### src/common/nabp_pkg.sv
package nabp_pkg;

    // sinogram sample width
    parameter int sample_w = 16;

    // rotation offset applied by the shifter
    parameter int shift_base_w = 8;

    // mapper accumulator and pixel address width
    parameter int map_w = 12;

    // angle count field in the control register
    parameter int count_w = 3;

    // per-angle settings as seen by the swap control
    typedef struct packed {
        logic [map_w-1:0]        map_init;
        logic [map_w-1:0]        map_step;
        logic [shift_base_w-1:0] shift_base;
    } angle_fields_t;

    // host writes raw words, the datapath reads fields
    typedef union packed {
        logic [31:0]   raw;
        angle_fields_t fields;
    } angle_cfg_u;

    // processing element states
    typedef enum logic [1:0] {
        ready_s     = 2'd0,
        fill_s      = 2'd1,
        fill_done_s = 2'd2,
        shift_s     = 2'd3
    } proc_state_e;

endpackage

### src/common/nabp_swap_if.sv
`timescale 1ns/1ps

interface nabp_swap_if;
    import nabp_pkg::*;

    // requests are levels, held until acknowledged
    logic next_itr;
    logic swap;

    // acknowledges are single cycle pulses
    logic next_itr_ack;
    logic swap_ack;

    // settings of the angle currently indexed
    angle_cfg_u cfg;

    modport swap_ctrl (
        input  next_itr,
        input  swap,
        output next_itr_ack,
        output swap_ack,
        output cfg
    );

    modport state_ctrl (
        output next_itr,
        output swap,
        input  next_itr_ack,
        input  swap_ack,
        input  cfg
    );

endinterface

### src/shifter/nabp_shifter.sv
`timescale 1ns/1ps

module nabp_shifter #(
    parameter int line_depth = 8
) (
    input  logic                               clk,
    input  logic                               reset_n,
    input  logic                               fill_kick,
    input  logic                               shift_kick,
    input  logic [nabp_pkg::shift_base_w-1:0]  shift_base,
    input  logic                               in_valid,
    output logic                               in_ready,
    input  logic [nabp_pkg::sample_w-1:0]      in_sample,
    output logic                               fill_done,
    output logic                               shift_done,
    output logic                               out_valid,
    output logic [nabp_pkg::sample_w-1:0]      out_sample
);
    import nabp_pkg::*;

    localparam int ptr_w = (line_depth > 1) ? $clog2(line_depth) : 1;
    localparam logic [ptr_w-1:0] last_pos = ptr_w'(line_depth - 1);

    logic [sample_w-1:0] line_buf [line_depth];
    logic                filling;
    logic                shifting;
    logic [ptr_w-1:0]    wr_ptr;
    logic [ptr_w-1:0]    rd_ptr;
    logic [ptr_w-1:0]    out_cnt;
    logic                accept;

    assign in_ready = filling;
    assign accept   = in_valid && filling;

    // last sample of the line accepted
    assign fill_done = accept && (wr_ptr == last_pos);

    assign out_valid  = shifting;
    assign out_sample = line_buf[rd_ptr];
    assign shift_done = shifting && (out_cnt == last_pos);

    always_ff @(posedge clk)
    begin
        if (accept)
            line_buf[wr_ptr] <= in_sample;
    end

    always_ff @(posedge clk)
    begin
        if (reset_n)
        begin
            filling  <= 1'b0;
            shifting <= 1'b0;
            wr_ptr   <= '0;
            rd_ptr   <= '0;
            out_cnt  <= '0;
        end
        else
        begin
            // fill side
            if (fill_kick)
            begin
                filling <= 1'b1;
                wr_ptr  <= '0;
            end
            else if (accept)
            begin
                wr_ptr <= wr_ptr + 1'b1;
                if (fill_done)
                    filling <= 1'b0;
            end

            // shift side, starts at the rotated position
            if (shift_kick)
            begin
                shifting <= 1'b1;
                rd_ptr   <= ptr_w'(shift_base % line_depth);
                out_cnt  <= '0;
            end
            else if (shifting)
            begin
                rd_ptr  <= (rd_ptr == last_pos) ? '0 : rd_ptr + 1'b1;
                out_cnt <= out_cnt + 1'b1;
                if (shift_done)
                    shifting <= 1'b0;
            end
        end
    end

endmodule

### src/source/nabp_apb_regs.sv
`timescale 1ns/1ps

module nabp_apb_regs #(
    parameter int max_angles = 4
) (
    input  logic                          clk,
    input  logic                          reset_n,
    input  logic                          psel,
    input  logic                          penable,
    input  logic                          pwrite,
    input  logic [7:0]                    paddr,
    input  logic [31:0]                   pwdata,
    output logic [31:0]                   prdata,
    output logic                          pready,
    output logic                          pslverr,
    output logic                          start,
    output logic [nabp_pkg::count_w-1:0]  angle_count,
    input  logic [nabp_pkg::count_w-1:0]  table_index,
    output nabp_pkg::angle_cfg_u          table_word,
    input  logic                          run_done,
    output logic                          irq
);
    import nabp_pkg::*;

    localparam int idx_w   = (max_angles > 1) ? $clog2(max_angles) : 1;
    localparam int tbl_end = 16 + 4 * max_angles;

    angle_cfg_u       table_mem [max_angles];
    logic             done;
    logic             busy;
    logic             access;
    logic             wr_en;
    logic             sel_ctrl;
    logic             sel_stat;
    logic             sel_tbl;
    logic [5:0]       tbl_word_addr;
    logic [idx_w-1:0] tbl_idx;

    assign access   = psel && penable;
    assign wr_en    = access && pwrite;
    assign sel_ctrl = (paddr == 8'h00);
    assign sel_stat = (paddr == 8'h04);
    assign sel_tbl  = (paddr >= 8'h10) && (paddr < tbl_end) && (paddr[1:0] == 2'b00);

    // word offset into the angle table
    assign tbl_word_addr = paddr[7:2] - 6'd4;
    assign tbl_idx       = tbl_word_addr[idx_w-1:0];

    // no wait states
    assign pready  = 1'b1;
    assign pslverr = access && !(sel_ctrl || sel_stat || sel_tbl);
    assign irq     = done;

    always_comb
    begin
        prdata = '0;
        if (sel_ctrl)
            prdata = {28'd0, angle_count, 1'b0};
        else if (sel_stat)
            prdata = {30'd0, busy, done};
        else if (sel_tbl)
            prdata = table_mem[tbl_idx].raw;
    end

    // indices past the table read as zero
    assign table_word = (table_index < max_angles) ? table_mem[table_index[idx_w-1:0]] : '0;

    always_ff @(posedge clk)
    begin
        if (wr_en && sel_tbl)
            table_mem[tbl_idx].raw <= pwdata;
    end

    always_ff @(posedge clk)
    begin
        if (reset_n)
        begin
            start       <= 1'b0;
            angle_count <= '0;
            busy        <= 1'b0;
            done        <= 1'b0;
        end
        else
        begin
            start <= 1'b0;
            // control is frozen for the length of a run
            if (wr_en && sel_ctrl && !busy)
            begin
                angle_count <= pwdata[3:1];
                if (pwdata[0])
                begin
                    start <= 1'b1;
                    busy  <= 1'b1;
                    done  <= 1'b0;
                end
            end
            if (run_done)
            begin
                busy <= 1'b0;
                done <= 1'b1;
            end
            else if (wr_en && sel_stat && pwdata[0])
                done <= 1'b0;
        end
    end

    a_penable_needs_psel: assert property (
        @(posedge clk) disable iff (reset_n) penable |-> psel
    );

endmodule

### src/source/nabp_mapper.sv
`timescale 1ns/1ps

module nabp_mapper (
    input  logic                           clk,
    input  logic                           reset_n,
    input  logic [nabp_pkg::map_w-1:0]     map_init,
    input  logic [nabp_pkg::map_w-1:0]     map_step,
    input  logic                           map_load,
    input  logic                           out_valid,
    input  logic [nabp_pkg::sample_w-1:0]  out_sample,
    output logic                           pix_valid,
    output logic [nabp_pkg::map_w-1:0]     pix_addr,
    output logic [nabp_pkg::sample_w-1:0]  pix_sample
);
    import nabp_pkg::*;

    logic [map_w-1:0] accu;

    always_ff @(posedge clk)
    begin
        if (reset_n)
            pix_valid <= 1'b0;
        else
            pix_valid <= out_valid;
    end

    // address and sample ride along with pix_valid
    always_ff @(posedge clk)
    begin
        if (out_valid)
        begin
            pix_addr   <= accu;
            pix_sample <= out_sample;
        end
    end

    // wraps modulo 2^map_w
    always_ff @(posedge clk)
    begin
        if (map_load)
            accu <= map_init;
        else if (out_valid)
            accu <= accu + map_step;
    end

endmodule

### src/source/nabp_processing_top.sv
`timescale 1ns/1ps

module nabp_processing_top #(
    parameter int line_depth = 8,
    parameter int max_angles = 4
) (
    input  logic                           clk,
    input  logic                           reset_n,
    input  logic                           psel,
    input  logic                           penable,
    input  logic                           pwrite,
    input  logic [7:0]                     paddr,
    input  logic [31:0]                    pwdata,
    output logic [31:0]                    prdata,
    output logic                           pready,
    output logic                           pslverr,
    input  logic                           in_valid,
    output logic                           in_ready,
    input  logic [nabp_pkg::sample_w-1:0]  in_sample,
    output logic                           pix_valid,
    output logic [nabp_pkg::map_w-1:0]     pix_addr,
    output logic [nabp_pkg::sample_w-1:0]  pix_sample,
    output logic                           irq
);
    import nabp_pkg::*;

    logic                    start;
    logic [count_w-1:0]      angle_count;
    logic [count_w-1:0]      table_index;
    angle_cfg_u              table_word;
    logic                    run_done;
    logic                    fill_kick;
    logic                    shift_kick;
    logic                    fill_done;
    logic                    shift_done;
    logic [shift_base_w-1:0] shift_base;
    logic [map_w-1:0]        map_init;
    logic [map_w-1:0]        map_step;
    logic                    map_load;
    logic                    out_valid;
    logic [sample_w-1:0]     out_sample;

    nabp_swap_if swap_if ();

    nabp_apb_regs #(.max_angles(max_angles)) u_apb_regs (
        .clk, .reset_n, .psel, .penable, .pwrite, .paddr, .pwdata,
        .prdata, .pready, .pslverr, .start, .angle_count, .table_index,
        .table_word, .run_done, .irq
    );

    nabp_swap_control #(.max_angles(max_angles)) u_swap_control (
        .clk, .reset_n, .start, .angle_count, .table_index, .table_word,
        .run_done, .swap_if(swap_if.swap_ctrl)
    );

    nabp_state_control u_state_control (
        .clk, .reset_n, .swap_if(swap_if.state_ctrl), .fill_kick, .shift_kick,
        .fill_done, .shift_done, .shift_base, .map_init, .map_step, .map_load
    );

    nabp_shifter #(.line_depth(line_depth)) u_shifter (
        .clk, .reset_n, .fill_kick, .shift_kick, .shift_base, .in_valid,
        .in_ready, .in_sample, .fill_done, .shift_done, .out_valid, .out_sample
    );

    nabp_mapper u_mapper (
        .clk, .reset_n, .map_init, .map_step, .map_load, .out_valid,
        .out_sample, .pix_valid, .pix_addr, .pix_sample
    );

endmodule

### src/source/nabp_state_control.sv
`timescale 1ns/1ps

module nabp_state_control (
    input  logic                               clk,
    input  logic                               reset_n,
    nabp_swap_if.state_ctrl                    swap_if,
    output logic                               fill_kick,
    output logic                               shift_kick,
    input  logic                               fill_done,
    input  logic                               shift_done,
    output logic [nabp_pkg::shift_base_w-1:0]  shift_base,
    output logic [nabp_pkg::map_w-1:0]         map_init,
    output logic [nabp_pkg::map_w-1:0]         map_step,
    output logic                               map_load
);
    import nabp_pkg::*;

    proc_state_e state;
    proc_state_e next_state;

    always_comb
    begin
        next_state = state;
        case (state)
            ready_s:
                if (swap_if.next_itr_ack)
                    next_state = fill_s;
            fill_s:
                if (fill_done)
                    next_state = fill_done_s;
            fill_done_s:
                if (swap_if.swap_ack)
                    next_state = shift_s;
            shift_s:
                if (shift_done)
                    next_state = ready_s;
            default:
                next_state = ready_s;
        endcase
    end

    always_ff @(posedge clk)
    begin
        if (reset_n)
        begin
            state            <= ready_s;
            swap_if.next_itr <= 1'b0;
        end
        else
        begin
            state            <= next_state;
            // request follows the state into ready and drops after the ack
            swap_if.next_itr <= (next_state == ready_s);
        end
    end

    // settings held for the whole angle
    always_ff @(posedge clk)
    begin
        if (state == ready_s)
        begin
            shift_base <= swap_if.cfg.fields.shift_base;
            map_step   <= swap_if.cfg.fields.map_step;
        end
    end

    assign swap_if.swap = (state == fill_done_s);

    // kicks fire on entry into fill and shift
    assign fill_kick  = (state == ready_s) && (next_state == fill_s);
    assign shift_kick = (state == fill_done_s) && (next_state == shift_s);

    // read once at load time, cfg still shows this angle then
    assign map_init = swap_if.cfg.fields.map_init;
    assign map_load = shift_kick;

    a_fill_done_in_fill: assert property (
        @(posedge clk) disable iff (reset_n) fill_done |-> (state == fill_s)
    );

endmodule

### src/swap_control/nabp_swap_control.sv
`timescale 1ns/1ps

module nabp_swap_control #(
    parameter int max_angles = 4
) (
    input  logic                          clk,
    input  logic                          reset_n,
    input  logic                          start,
    input  logic [nabp_pkg::count_w-1:0]  angle_count,
    output logic [nabp_pkg::count_w-1:0]  table_index,
    input  nabp_pkg::angle_cfg_u          table_word,
    output logic                          run_done,
    nabp_swap_if.swap_ctrl                swap_if
);
    import nabp_pkg::*;

    logic [count_w-1:0] angle_idx;
    logic               busy;
    logic               angles_left;

    // table bounds the count as well as the host setting
    assign angles_left = (angle_idx < angle_count) && (angle_idx < max_angles);

    assign table_index = angle_idx;

    // index moves on swap ack, so this is the next angle while shifting
    assign swap_if.cfg = table_word;

    always_ff @(posedge clk)
    begin
        if (reset_n)
        begin
            angle_idx            <= '0;
            busy                 <= 1'b0;
            run_done             <= 1'b0;
            swap_if.next_itr_ack <= 1'b0;
            swap_if.swap_ack     <= 1'b0;
        end
        else
        begin
            run_done             <= 1'b0;
            swap_if.next_itr_ack <= 1'b0;
            swap_if.swap_ack     <= 1'b0;

            if (start)
            begin
                busy      <= 1'b1;
                angle_idx <= '0;
            end
            else if (busy)
            begin
                // one ack per request a cycle after it is seen
                if (swap_if.next_itr && !swap_if.next_itr_ack)
                begin
                    if (angles_left)
                        swap_if.next_itr_ack <= 1'b1;
                    else
                    begin
                        run_done <= 1'b1;
                        busy     <= 1'b0;
                    end
                end

                if (swap_if.swap && !swap_if.swap_ack)
                    swap_if.swap_ack <= 1'b1;

                if (swap_if.swap_ack)
                    angle_idx <= angle_idx + 1'b1;
            end
        end
    end

    a_acks_exclusive: assert property (
        @(posedge clk) disable iff (reset_n) !(swap_if.next_itr_ack && swap_if.swap_ack)
    );

endmodule

### config.mk
export PLATFORM = sky130hd
export DESIGN_NAME = nabp_processing_top
export DESIGN_NICKNAME = d
export VERILOG_FILES = /design/src/common/nabp_pkg.sv /design/src/common/nabp_swap_if.sv /design/src/shifter/nabp_shifter.sv /design/src/source/nabp_apb_regs.sv /design/src/source/nabp_mapper.sv /design/src/source/nabp_processing_top.sv /design/src/source/nabp_state_control.sv /design/src/swap_control/nabp_swap_control.sv
export SDC_FILE = /design/constraint.sdc
export NUM_CORES = 1
export LEC_CHECK = 0
export ABC_AREA = 1
export BUFFER_PORTS_ARGS = -buffer_cell sky130_fd_sc_hd__buf_2
export CAP_MARGIN = 20
export CORE_UTILIZATION = 45
export DETAILED_ROUTE_END_ITERATION = 6
export GPL_ROUTABILITY_DRIVEN = 0
export PLACE_DENSITY = 0.71
export SLEW_MARGIN = 20
export SYNTH_ARGS = -nofsm -noshare
export SYNTH_HDL_FRONTEND = slang
export SYNTH_SLANG_ARGS = --single-unit
### constraint.sdc
create_clock -name clk -period 8.45 [get_ports clk]
set_clock_uncertainty 0.2 [all_clocks]
set_input_delay 0.845 -clock clk [delete_from_list [all_inputs] [get_ports clk]]
set_output_delay 0.845 -clock clk [all_outputs]
set_load 0.03 [all_outputs]
-- After elaboration in Yosys (flattened, before gate mapping)
Memory sizes are Yosys's and may differ from the RTL's. A register that Yosys moved wholly into a read port is not among the register bits.
Index checks and enable logic that the tools add are counted.
- magnitude comparators: 4
- bitwise operators: 3
- add/sub/neg operators: 6
- muxes and demuxes: 37
- reductions and logical operators: 44
- eq/ne operators: 9
- operator list (operator ; count):
    $mux W32 ; 4
    $mux W12 ; 2
    $mux W1 ; 21
    $logic_and A1 B1 Y1 ; 18
    $add A12 B12 Y12 ; 1
    $add A3 B1 Y3 const B ; 4
    $mux W2 ; 6
    $reduce_or A2 Y1 ; 5
    $eq A3 B3 Y1 const B ; 3
    $mux W3 ; 3
    $eq A8 B3 Y1 const B ; 1
    $ge A8 B5 Y1 const B ; 1
    $logic_not A8 Y1 ; 1
    $lt A8 B6 Y1 const B ; 1
    $pmux W2 S4 ; 1
    $reduce_and A2 Y1 ; 4
    $eq A2 B2 Y1 const B ; 3
    $logic_not A2 Y1 ; 3
    $reduce_bool A2 Y1 ; 3
    $reduce_bool A3 Y1 ; 2
    $eq A2 B1 Y1 const B ; 2
    $logic_not A1 Y1 ; 4
    $reduce_or A4 Y1 ; 1
    $lt A3 B3 Y1 ; 1
    other kinds (5) ; 8
- output and inout bits: 65
- word-level logic and storage cells: 126
- memories: 2
- bits of input ports: 62
- RAM bits: 256
- register bits: 67
- memory list (name ; depth ; width ; read ports ; clocked after memory_dff ; wr ports ; RTL line ; RTL):
    u_apb_regs.table_mem ; 4 ; 32 ; 2 ; 1 ; 1 ; nabp_apb_regs.sv:28 ; angle_cfg_u table_mem [max_angles];
    u_shifter.line_buf ; 8 ; 16 ; 1 ; 1 ; 1 ; nabp_shifter.sv:24 ; logic [sample_w-1:0] line_buf [line_depth];

-- Depth between registers and ports, before layout
Gate-level depths: netlist of run 1.
- word-level depth: 8
- gate-level depth with buffers: 10
- gate-level depth less buffers: 10

-- Cells and area by module
From an unflattened synthesis of run 1, not the netlist that was laid out.
- cell total of the unflattened synthesis: 1566
- area total of the unflattened synthesis: 15823.9 µm²
- by module, submodules not included (module ; area an instance (µm²) ; times used ; cells each):
    nabp_shifter ; 6246.0 ; 1 ; 642
    nabp_apb_regs ; 6142.1 ; 1 ; 593
    nabp_mapper ; 1996.9 ; 1 ; 197
    nabp_state_control ; 850.8 ; 1 ; 57
    nabp_swap_control ; 588.1 ; 1 ; 77

-- Worst setup path before layout of run 1
OpenSTA, ideal clock, no wires.
- path type: input port to flip-flop
- start point: in paddr[1]
- end point: mem u_apb_regs.table_mem[0][0] (netlist name), enable pin
- buffers on the path: 0
- stages: 5
- required time: 7789 ps
- library setup time: 461 ps
- arrival time: 3648 ps
- path slack: 4140 ps
- cell sequence: nor2_1 > nand2_1 > nor3_2 > nand2_1 > nor3_1
- longest elaborated chain between the ends: 6
- elaborated cells between the ends (all ways): 8
- RTL lines (what ; RTL line ; RTL):
    start, declared ; nabp_processing_top.sv:12 ; input logic [7:0] paddr,
    $ge A8 B5 Y1 or $lt A8 B6 Y1 (tied branches) ; nabp_apb_regs.sv:43 ; assign sel_tbl = (paddr >= 8'h10) && (paddr < tbl_end) && (paddr[1:0] == 2'b00);
    $logic_and A1 B1 Y1 ; nabp_apb_regs.sv:43 ;
    $logic_and A1 B1 Y1 * ; nabp_apb_regs.sv:43 ;
    $logic_and A1 B1 Y1 * ; nabp_apb_regs.sv:70 ; if (wr_en && sel_tbl)
    $mux W1 * ; nabp_apb_regs.sv:70 ;
    $mux W1 (not written as such) * ; nabp_apb_regs.sv:71 ; table_mem[tbl_idx].raw <= pwdata;
    end, declared ; nabp_apb_regs.sv:28 ;
Mark *: on every way between the ends. The rest lies on a longest branch, timed or not.

-- Worst setup path in the final report of run 1
- start point: in paddr[2]
- end point: out prdata[2]
- longest elaborated chain between the ends: 6
- elaborated cells between the ends (all ways): 11
- RTL lines (what ; RTL line ; RTL):
    $ge A8 B5 Y1 or $lt A8 B6 Y1 (tied branches) ; nabp_apb_regs.sv:43 ;
    $logic_and A1 B1 Y1 (2 in series) ; nabp_apb_regs.sv:43 ;
    $mux W32 ; nabp_apb_regs.sv:61 ; else if (sel_tbl)
    $mux W32 ; nabp_apb_regs.sv:59 ; else if (sel_stat)
    $mux W32 * ; nabp_apb_regs.sv:57 ; if (sel_ctrl)
    end, declared ; nabp_processing_top.sv:14 ; output logic [31:0] prdata,
Marks and branches as above.

==> results of run 1 <==
registers in the layout (all words and copies together) (netlist names), 2 cells and up, named ones only:
name and flops:
u_state_control.shift_base 3, u_mapper.pix_addr 12, u_mapper.pix_sample 16, u_state_control.state 2, u_shifter.wr_ptr 3, u_swap_control.table_index 3
u_shifter.line_buf 128, u_shifter.out_cnt 3, u_apb_regs.table_mem 128, u_mapper.accu 12, u_state_control.map_step 12, u_shifter.rd_ptr 3
u_apb_regs.angle_count 3
power by group through the flow:
stage	registers (µW)	clock network, µW	logic, µW
2_1_floorplan	1870	0	30.9
3_3_place_gp	1870	0	63.3
3_5_place_dp	1870	0	65.5
4_1_cts	1830	1550	65.8
5_1_grt	1830	1610	72.2
6_report	1830	1530	66.8
metal layers:
layer / wire [µm] / share of wire
met5: 23 / 0.00071
met4: 638 / 0.020
met3: 2656 / 0.082
met2: 14720 / 0.46
met1: 14300 / 0.44
kinds of logic (layout without fill, tap and decap cells):
group	count (synthesis)	count (layout)	share of synthesized area
adders and majority gates	21	21	0.01877
xor gates and xnor gates	3	3	0.001826
DFF	341	341	0.6905
AOI/OAI and AO/OA	261	261	0.1159
buffers and inverters	132	265	0.04224
other	1	3	0.0002605
and+or+nand+nor	476	476	0.1306
how the worst max path moves through the flow:
stage | cells after the start | to | slack, ps
after floorplan | 5 | u_apb_regs.table_mem[0][0]$_DFFE_PP_ | 4140
after global placement | 7 | prdata[1] | 4730
after detailed placement | 7 | prdata[1] | 4690
after CTS | 7 | prdata[2] | 4660
after global routing | 7 | prdata[1] | 4550
final | 7 | prdata[2] | 4630
synthesized netlist by cell type (all sizes together):
cell     number  area [µm²]
nand3b        1       7.510
edfxtp      311        9339
o22ai        13       81.33
o32ai        32       280.3
o2111ai       1       8.760
a22o          3       26.28
a22oi        27       252.7
nand3        30       150.1
a211oi        6       60.06
conb          1       3.750
xor2          1       8.760
a31oi        32       200.2
dfxtp        30       600.6
xnor2         2       17.52
ha           20       250.2
nand2       220       833.3
buf          41       265.3
a21oi        40       200.2
fa            1       20.02
a221oi        1       15.01
o211ai        4       30.03
inv          67       251.5
nor3          3       20.02
o31ai         1       7.510
clkbuf       23       87.58
nor4          2       12.51
nor2        214       818.3
or2           2       12.51
nand4         4       25.02
clkinv        1       3.750
o21ai       101       505.5
final cells by class:
| class | instances | area (µm²) |
|---|---|---|
| fill | 2642 | 15050 |
| sequential | 341 | 9947 |
| multi-input combinational | 762 | 3890 |
| clock buffer | 45 | 934.6 |
| timing repair buffer | 133 | 685.7 |
| tap | 402 | 503.0 |
| inverter | 68 | 256.5 |
| clock inverter | 19 | 198.9 |
| antenna | 2 | 5.005 |
worst max-delay path, stage by stage:
cell	delay, ps
buf_2	150
nor2_4	830
nand2_1	220
nor2_4	200
inv_1	90
o21ai_0	180
buf_2	240
metrics by stage:
| step | power, µW | std cells | hold WS [ps] | area [µm²] |
|---|---|---|---|---|
| after floorplan | 1902 | 1235 | 199.6 | 14400 |
| after global placement | 1933 | 1706 | 240.1 | 15270 |
| after detailed placement | 1935 | 1706 | 252.3 | 15270 |
| after CTS | 3452 | 1770 | 258.6 | 16400 |
| after global routing | 3519 | 1770 | 271.1 | 16420 |
| final | 3432 | 1772 | 258.1 | 16420 |
==> metrics, run 1 <==
global route hottest layer=met2; hold-fix buffers at CTS=0; final period utilization=0.4518; CTS H-tree lvls=2; Mapped Area=14400 µm²; DRT iter0 DRCs=a little under 900; Vias/cell=5.510; Final Util=0.5217; P&R area growth vs syn=14.07%; pwr dens=209.0 nW/µm²; hold crit path type=reg -> reg; Wirelength per Cell=18.25 µm; switching share of power=0.1956; GRT met1 Usage=0.2688; Fin Setup TNS=0 ps; setup violators final=0; switching power=around 670 µW; fmax=261.9 MHz; synthesized area per cell=11.66 µm²; aggregate global-route resource usage=0.1956; IO Port Bufs=between 100 and 150; Starting Density=0.4574; Mapped Cells=1235; flop2flop setup slack=5860 ps; drt drc=0; initial antenna violation count=4; peak supply drop=197.9 µV; clock tree buffer depth=3; 1st-pass router iterations=7; hold path depth=2; WP data arrival=2770 ps; CTS sink count=341; postcts setup bufs=0; clock slew seen by the registers of the worst setup and hold paths=50 ps; CP max FO=33; dpl ws=roughly 4700 ps; Ys Warns=0; HPWL Detailed=19.03 mm; CTS Root Cell=clkbuf_16; clock period minus worst slack=3818 ps; worst reg2reg path endpoint=u_mapper.accu[10]$_DFFE_PP_; crit start category=primary input; Setup CP Type=in -> out; first-pass GRT wire length=50.06 mm; chip height=180.9 µm; Worst Reg2Reg Path Length in Cells=2; final net count=between 1k and 1.5k; layout cells sized above 1=0.1637; later-pin clock latency in the skew report=between 500 and 600 ps; outcome=complete, no violations; Fin. Hold Viols=0; wire length reported by the detailed router=32.34 mm; cts bufs inserted=36; Hold Path End=u_swap_control.swap_if.next_itr_ack$_SDFF_PP0_; hold path startpoint=u_state_control.swap_if.next_itr$_SDFF_PP0_; Core ar.=31470 µm²; crit end category=output port; CTS tree=built; count of pins over their slew limit=0; Sequential Power Share=0.534; leakage power=0.005965 µW; register area share after synthesis=0.6905; antenna-violating nets left=0; Worst-Margin Slew=about 1100 ps; via count=9764; logic gate share of total power=0.019; PnR worst setup slack=4632 ps; post-cts resize count=0; Synth Net Count=1318; RSZ-0062 raised after global routing=no; grt total ovfl=0; largest net degree at the start of global routing=67; Die ar.=32710 µm²; internal power=2761 µW; met3 Track Usage GR=0.04414; Die W=180.9 µm; most common cell after layout, fill and taps aside=edfxtp_1; IO Pins=127; Max-Cap Viols=0; CP startpoint=paddr[2]; relative slew slack=0.2567; floorplan row count=65; count of state elements after synthesis=approximately 340; worst flop-to-flop path startpoint=u_shifter.out_valid$_SDFF_PP0_; met2 Use GR=0.3115; WP data required=7400 ps; Synth cell types=41; most frequent cells in the layout=311 x edfxtp_1, 217 x nand2_1, 201 x nor2_1; clock power share=0.446; vias in the first global route=9257
No activity file was read; power rests on OpenSTA's default activity.
==> run 2: changes to the inputs <==
==> constraint.sdc (replaced) <==
create_clock -name clk -period 3.71 [get_ports clk]
set_clock_uncertainty 0.2 [all_clocks]
set_input_delay 0.371 -clock clk [delete_from_list [all_inputs] [get_ports clk]]
set_output_delay 0.371 -clock clk [all_outputs]
set_load 0.03 [all_outputs]
==> metrics, run 2 (synthesis results as in run 1) <==
Wirelength per Cell=17.97 µm (-1.5%); number of diodes=0 (-2); total power=7843 µW (+130%); initial antenna violation count=0 (-4); crit start category=primary input; Worst Reg2Reg Path Length in Cells=5 (+3); RSZ-0062 raised after global routing=no; layout cells sized above 1=0.1624 (-0.001391); largest net degree at the start of global routing=67 (unchanged); chip height=180.9 µm (unchanged); CTS Root Cell=clkbuf_16; P&R area growth vs syn=17.95%; Starting Density=0.4574 (unchanged); most frequent cells in the layout=311 x edfxtp_1, 217 x nand2_1, 209 x nor2_1; fin cells=1831 (+3.3%); IO Pins=127 (unchanged); grt total ovfl=0 (unchanged); Die ar.=32710 µm² (unchanged); Core ar.=31470 µm² (unchanged); cts bufs inserted=36 (unchanged); setup violators final=0 (unchanged); vias in the first global route=9902 (+7.0%); Fin. Hold Viols=0 (unchanged); post-layout instance area=16980 µm² (+3.4%); Hold Path End=u_shifter.wr_ptr[1]$_SDFFE_PP0P_; relative slew slack=0.3891 (+0.1324); CP max FO=21 (-36%); Die W=180.9 µm (unchanged); CTS H-tree lvls=2 (unchanged); antenna-violating nets left=0 (unchanged); leakage power=0.006246 µW (+4.7%); Worst-Margin Slew=915.3 ps (-198.5 ps); drt drc=0 (unchanged); DRT iter0 DRCs=974 (+11%); final period utilization=0.7125; flop2flop setup slack=1260 ps (-4600 ps); post-cts resize count=0 (unchanged); most common cell after layout, fill and taps aside=edfxtp_1; pwr dens=461.9 nW/µm² (+120%); Vias/cell=5.511 (about the same); outcome=complete, no violations; postcts setup bufs=0 (unchanged); Setup CP Type=in -> out; WP data arrival=2070 ps (-700 ps); count of pins over their slew limit=0 (unchanged); peak supply drop=391.2 µV (+98%); hold crit path type=in -> reg; later-pin clock latency in the skew report=520 ps (about the same); crit end category=output port; CTS sink count=341 (unchanged); hold path depth=4 (+2); clock tree buffer depth=3 (unchanged); placed instance area=15370 µm² (+0.65%); via count=10.09k (+3.3%); CTS tree=built; WP data required=3140 ps (-4260 ps); Max-Cap Viols=0 (unchanged); worst reg2reg path endpoint=u_mapper.accu[5]$_DFFE_PP_; floorplan row count=65 (unchanged); hold path startpoint=in_valid; HPWL Detailed=20.12 mm (+5.7%); PnR worst setup slack=1067 ps (-3565 ps); dpl ws=1097 ps (-3588 ps); worst flop-to-flop path startpoint=u_state_control.state[0]$_SDFF_PP0_; first-pass GRT wire length=52.16 mm (+4.2%); biggest regs=u_apb_regs.table_mem x128, u_shifter.line_buf x128, u_mapper.pix_sample x16; Fin Setup TNS=0 ps (unchanged); wire length reported by the detailed router=32.91 mm (+1.8%); fmax=roughly 380 MHz; IO Port Bufs=125 (unchanged); Cells after DPL=1721 (+0.88%); final net count=1488 (+4.4%); 1st-pass router iterations=7 (unchanged); clock slew seen by the registers of the worst setup and hold paths=50 ps (about the same); aggregate global-route resource usage=0.2022 (+0.006592); clock period minus worst slack=between 2000 and 3000 ps; hold-fix buffers at CTS=48 (+48)
run 2: changes by cell type in the layout (fill, tap and decap cells not counted), sizes merged:
| cell | previous run | this run |
|---|---|---|
| clkinv | 16 | 12 |
| buf | 133 | 148 |
| dlygate4sd3 | 0 | 48 |
| clkbuf | 45 | 46 |
| clkinvlp | 0 | 1 |
| diode | 2 | 0 |
run 2: per-layer routing:
metal / share of wire / global-route usage
met5: 0 / 0
met1: 0.42 / 0.2777
met3: 0.081 / 0.03145
met2: 0.48 / 0.3302
met4: 0.020 / 0.06462
run 2: where the power goes:
| group | internal (µW) | switching [µW] | leakage, µW |
|---|---|---|---|
| Sequential | 4180 | 0.640 | 0.00306 |
| Combinational | 78.1 | 115 | 0.00264 |
| Clock | 2070 | 1400 | 0.000547 |
run 2: layout make-up:
class	count	area (µm²)
sequential	341	9945
inverter	68	256.5
clock buffer	46	938.4
clock inverter	16	191.4
timing repair buffer	196	1279
fill	2605	14500
tap	402	503.0
multi-input combinational	762	3866
run 2: worst max-delay path: stages:
cell,delay (ps)
buf_2,160
nor2_4,490
buf_4,360
a22oi_1,140
a31oi_1,290
buf_2,260
run 2: worst max path at each step:
stage	start	endpoint	slack, ps	cells after the start
CTS	paddr[2]	prdata[29]	1100	6
global route	paddr[2]	prdata[1]	1000	8
floorplan	paddr[1]	u_apb_regs.table_mem[1][0]$_DFFE_PP_	740	5
global placement	paddr[2]	prdata[29]	1150	6
detailed placement	paddr[2]	prdata[29]	1100	6
finish	paddr[2]	prdata[9]	1070	6
run 2: stage by stage:
step           hold slack, ps  utilization
2_1_floorplan           199.6            -
3_3_place_gp            237.0       0.4883
3_5_place_dp            242.8       0.4883
4_1_cts                 46.64       0.5394
5_1_grt                 93.16       0.5395
6_report                50.02       0.5395
==> run 3: changes to the inputs <==
==> constraint.sdc (replaced) <==
create_clock -name clk -period 2.59 [get_ports clk]
set_clock_uncertainty 0.2 [all_clocks]
set_input_delay 0.259 -clock clk [delete_from_list [all_inputs] [get_ports clk]]
set_output_delay 0.259 -clock clk [all_outputs]
set_load 0.03 [all_outputs]
==> metrics, run 3 (synthesis results as in run 1) <==
hold crit path type=in -> reg; largest delay contributor family on the critical path=buffers and inverters; Core ar.=31470 µm² (unchanged); final period utilization=0.8892; grt total ovfl=0 (unchanged); most common cell after layout, fill and taps aside=edfxtp_1; pwr dens=660.7 nW/µm² (+43%); clock slew seen by the registers of the worst setup and hold paths=60 ps (about the same); Fin Setup TNS=0 ps (unchanged); Die ar.=32710 µm² (unchanged); largest net degree at the start of global routing=67 (unchanged); hold path depth=6 (+2); hold path startpoint=paddr[0]; flop2flop setup slack=440 ps (-820 ps); Hold Path End=u_apb_regs.start$_SDFF_PP0_; P&R area growth vs syn=19.76%; Starting Density=0.4574 (unchanged); first-pass GRT wire length=52.07 mm (-0.19%); WP data arrival=1840 ps (-230 ps); Max-Cap Viols=0 (unchanged); RSZ-0062 raised after global routing=no; relative slew slack=0.4504 (+0.06126); setup violators final=0 (unchanged); peak supply drop=535.2 µV (+37%); post-cts resize count=0 (unchanged); Fin. Hold Viols=0 (unchanged); placed instance area=15560 µm² (+1.2%); chip height=180.9 µm (unchanged); CTS sink count=341 (unchanged); drt drc=0 (unchanged); Final Util=0.5477 (+0.008269); initial antenna violation count=0 (unchanged); CTS tree=built; cts bufs inserted=36 (unchanged); Worst Reg2Reg Path Length in Cells=8 (+3); later-pin clock latency in the skew report=530 ps (about the same); layout cells sized above 1=0.1731 (+0.01075); floorplan row count=65 (unchanged); Wirelength per Cell=17.86 µm (-0.62%); via count=10.16k (+0.66%); Worst path slowest cell=a31oi_1; worst reg2reg path endpoint=u_mapper.accu[8]$_DFFE_PP_; most frequent cells in the layout=311 x edfxtp_1, 217 x nand2_1, 209 x nor2_1; antenna-violating nets left=0 (unchanged); critical path's largest stage delay=390 ps (-100 ps); WP data required=2130 ps (-1010 ps); post-layout instance area=17240 µm² (+1.5%); IO Pins=127 (unchanged); IO Port Bufs=125 (unchanged); DRT iter0 DRCs=869 (-11%); CTS H-tree lvls=2 (unchanged); vias in the first global route=9790 (-1.1%); total power=11390 µW (+45%); number of diodes=0 (unchanged); Top cell by count, worst path=buf_2; wire length reported by the detailed router=33.08 mm (+0.52%); CP max FO=30 (+43%); crit end category=output port; HPWL Detailed=20.86 mm (+3.6%); 1st-pass router iterations=5 (-2); biggest regs=u_apb_regs.table_mem x128, u_shifter.line_buf x128, u_mapper.pix_sample x16; Worst-Margin Slew=823.2 ps (-92.03 ps); outcome=complete, no violations; clock tree buffer depth=3 (unchanged); postcts setup bufs=0 (unchanged); aggregate global-route resource usage=0.2028 (+0.0005891); fmax=434.2 MHz; worst flop-to-flop path startpoint=u_mapper.accu[0]$_DFFE_PP_; Setup CP Type=in -> out; crit-path cells=buf_2 -> nor2_1 -> nand2_1 -> nor3_2 -> inv_2 -> a31oi_1 -> buf_2; final net count=1507 (+1.3%); Die W=180.9 µm (unchanged); crit start category=primary input; CTS Root Cell=clkbuf_16; Worst Path Buf+Inv=3 (unchanged); clock period minus worst slack=2303 ps; Vias/cell=5.484 (-0.48%); count of pins over their slew limit=0 (unchanged); leakage power=0.006377 µW (+2.1%)
[run 3: cell count changes in the layout (fill, tap and decap cells not counted)]
cell           delta
clkinv_1          +3
buf_4            +12
inv_6             -1
clkbuf_1          -3
dlygate4sd3_1     +2
clkinvlp_2        +1
clkinv_2          -1
buf_12            +5
inv_2             +1
clkbuf_16         +1
clkinv_16         +1
[run 3: repair_timing]
item | in CTS | in global routing
setup endpoints to repair | 0 | 0
hold endpoints to repair | 274 | 0
hold buffers | 50 | 0
[run 3: worst max path at each step]
stage / start / to / slack (ps) / cells past startpoint
6_report: paddr[1] / prdata[29] / 290 / 7
5_1_grt: paddr[1] / prdata[29] / 170 / 7
4_1_cts: paddr[1] / prdata[29] / 310 / 7
3_5_place_dp: paddr[1] / prdata[29] / 310 / 7
3_3_place_gp: paddr[1] / prdata[29] / 340 / 7
2_1_floorplan: paddr[1] / u_apb_regs.table_mem[1][0]$_DFFE_PP_ / -260 / 5
[run 3: cell type report]
type	count	area [µm²]
Clock buffer	44	952.2
Clock inverter	20	229.0
Fill cell	2588	14230
Inverter	68	255.2
Multi-Input combinational cell	762	3866
Sequential cell	341	9945
Tap cell	402	503.0
Timing Repair Buffer	215	1489
[run 3: where the power goes]
group          switching [µW]  leakage [µW]  internal, µW
Sequential              0.860       0.00306          5980
Combinational             171       0.00275           122
Clock                    2080      0.000567          3030
Total                    2250       0.00638          9140
[run 3: worst min-delay path, cell delays in order]
cell	delay (ps)
buf_2	70
nor2_1	50
nand2_1	100
nor2_4	70
nand3_1	110
nor2_1	50
[run 3: through the flow]
step                cells  worst slack (ps)  hold slack [ps]
floorplan            1235            -264.4            157.9
global placement     1738             339.7            221.5
detailed placement   1738             313.7            226.5
CTS                  1852             314.2            31.07
global route         1852             171.3            71.94
finish               1852             287.1            41.79
[run 3: per-layer routing]
| layer | global-route usage | up-vias | wire length [µm] |
|---|---|---|---|
| met5 | 0 | - | 0 |
| met4 | 0.06017 | 0 | 692 |
| met3 | 0.03507 | 51 | 2781 |
| met2 | 0.3347 | 455 | 15560 |
| met1 | 0.2749 | 4854 | 14040 |
| li1 | - | 4797 | - |
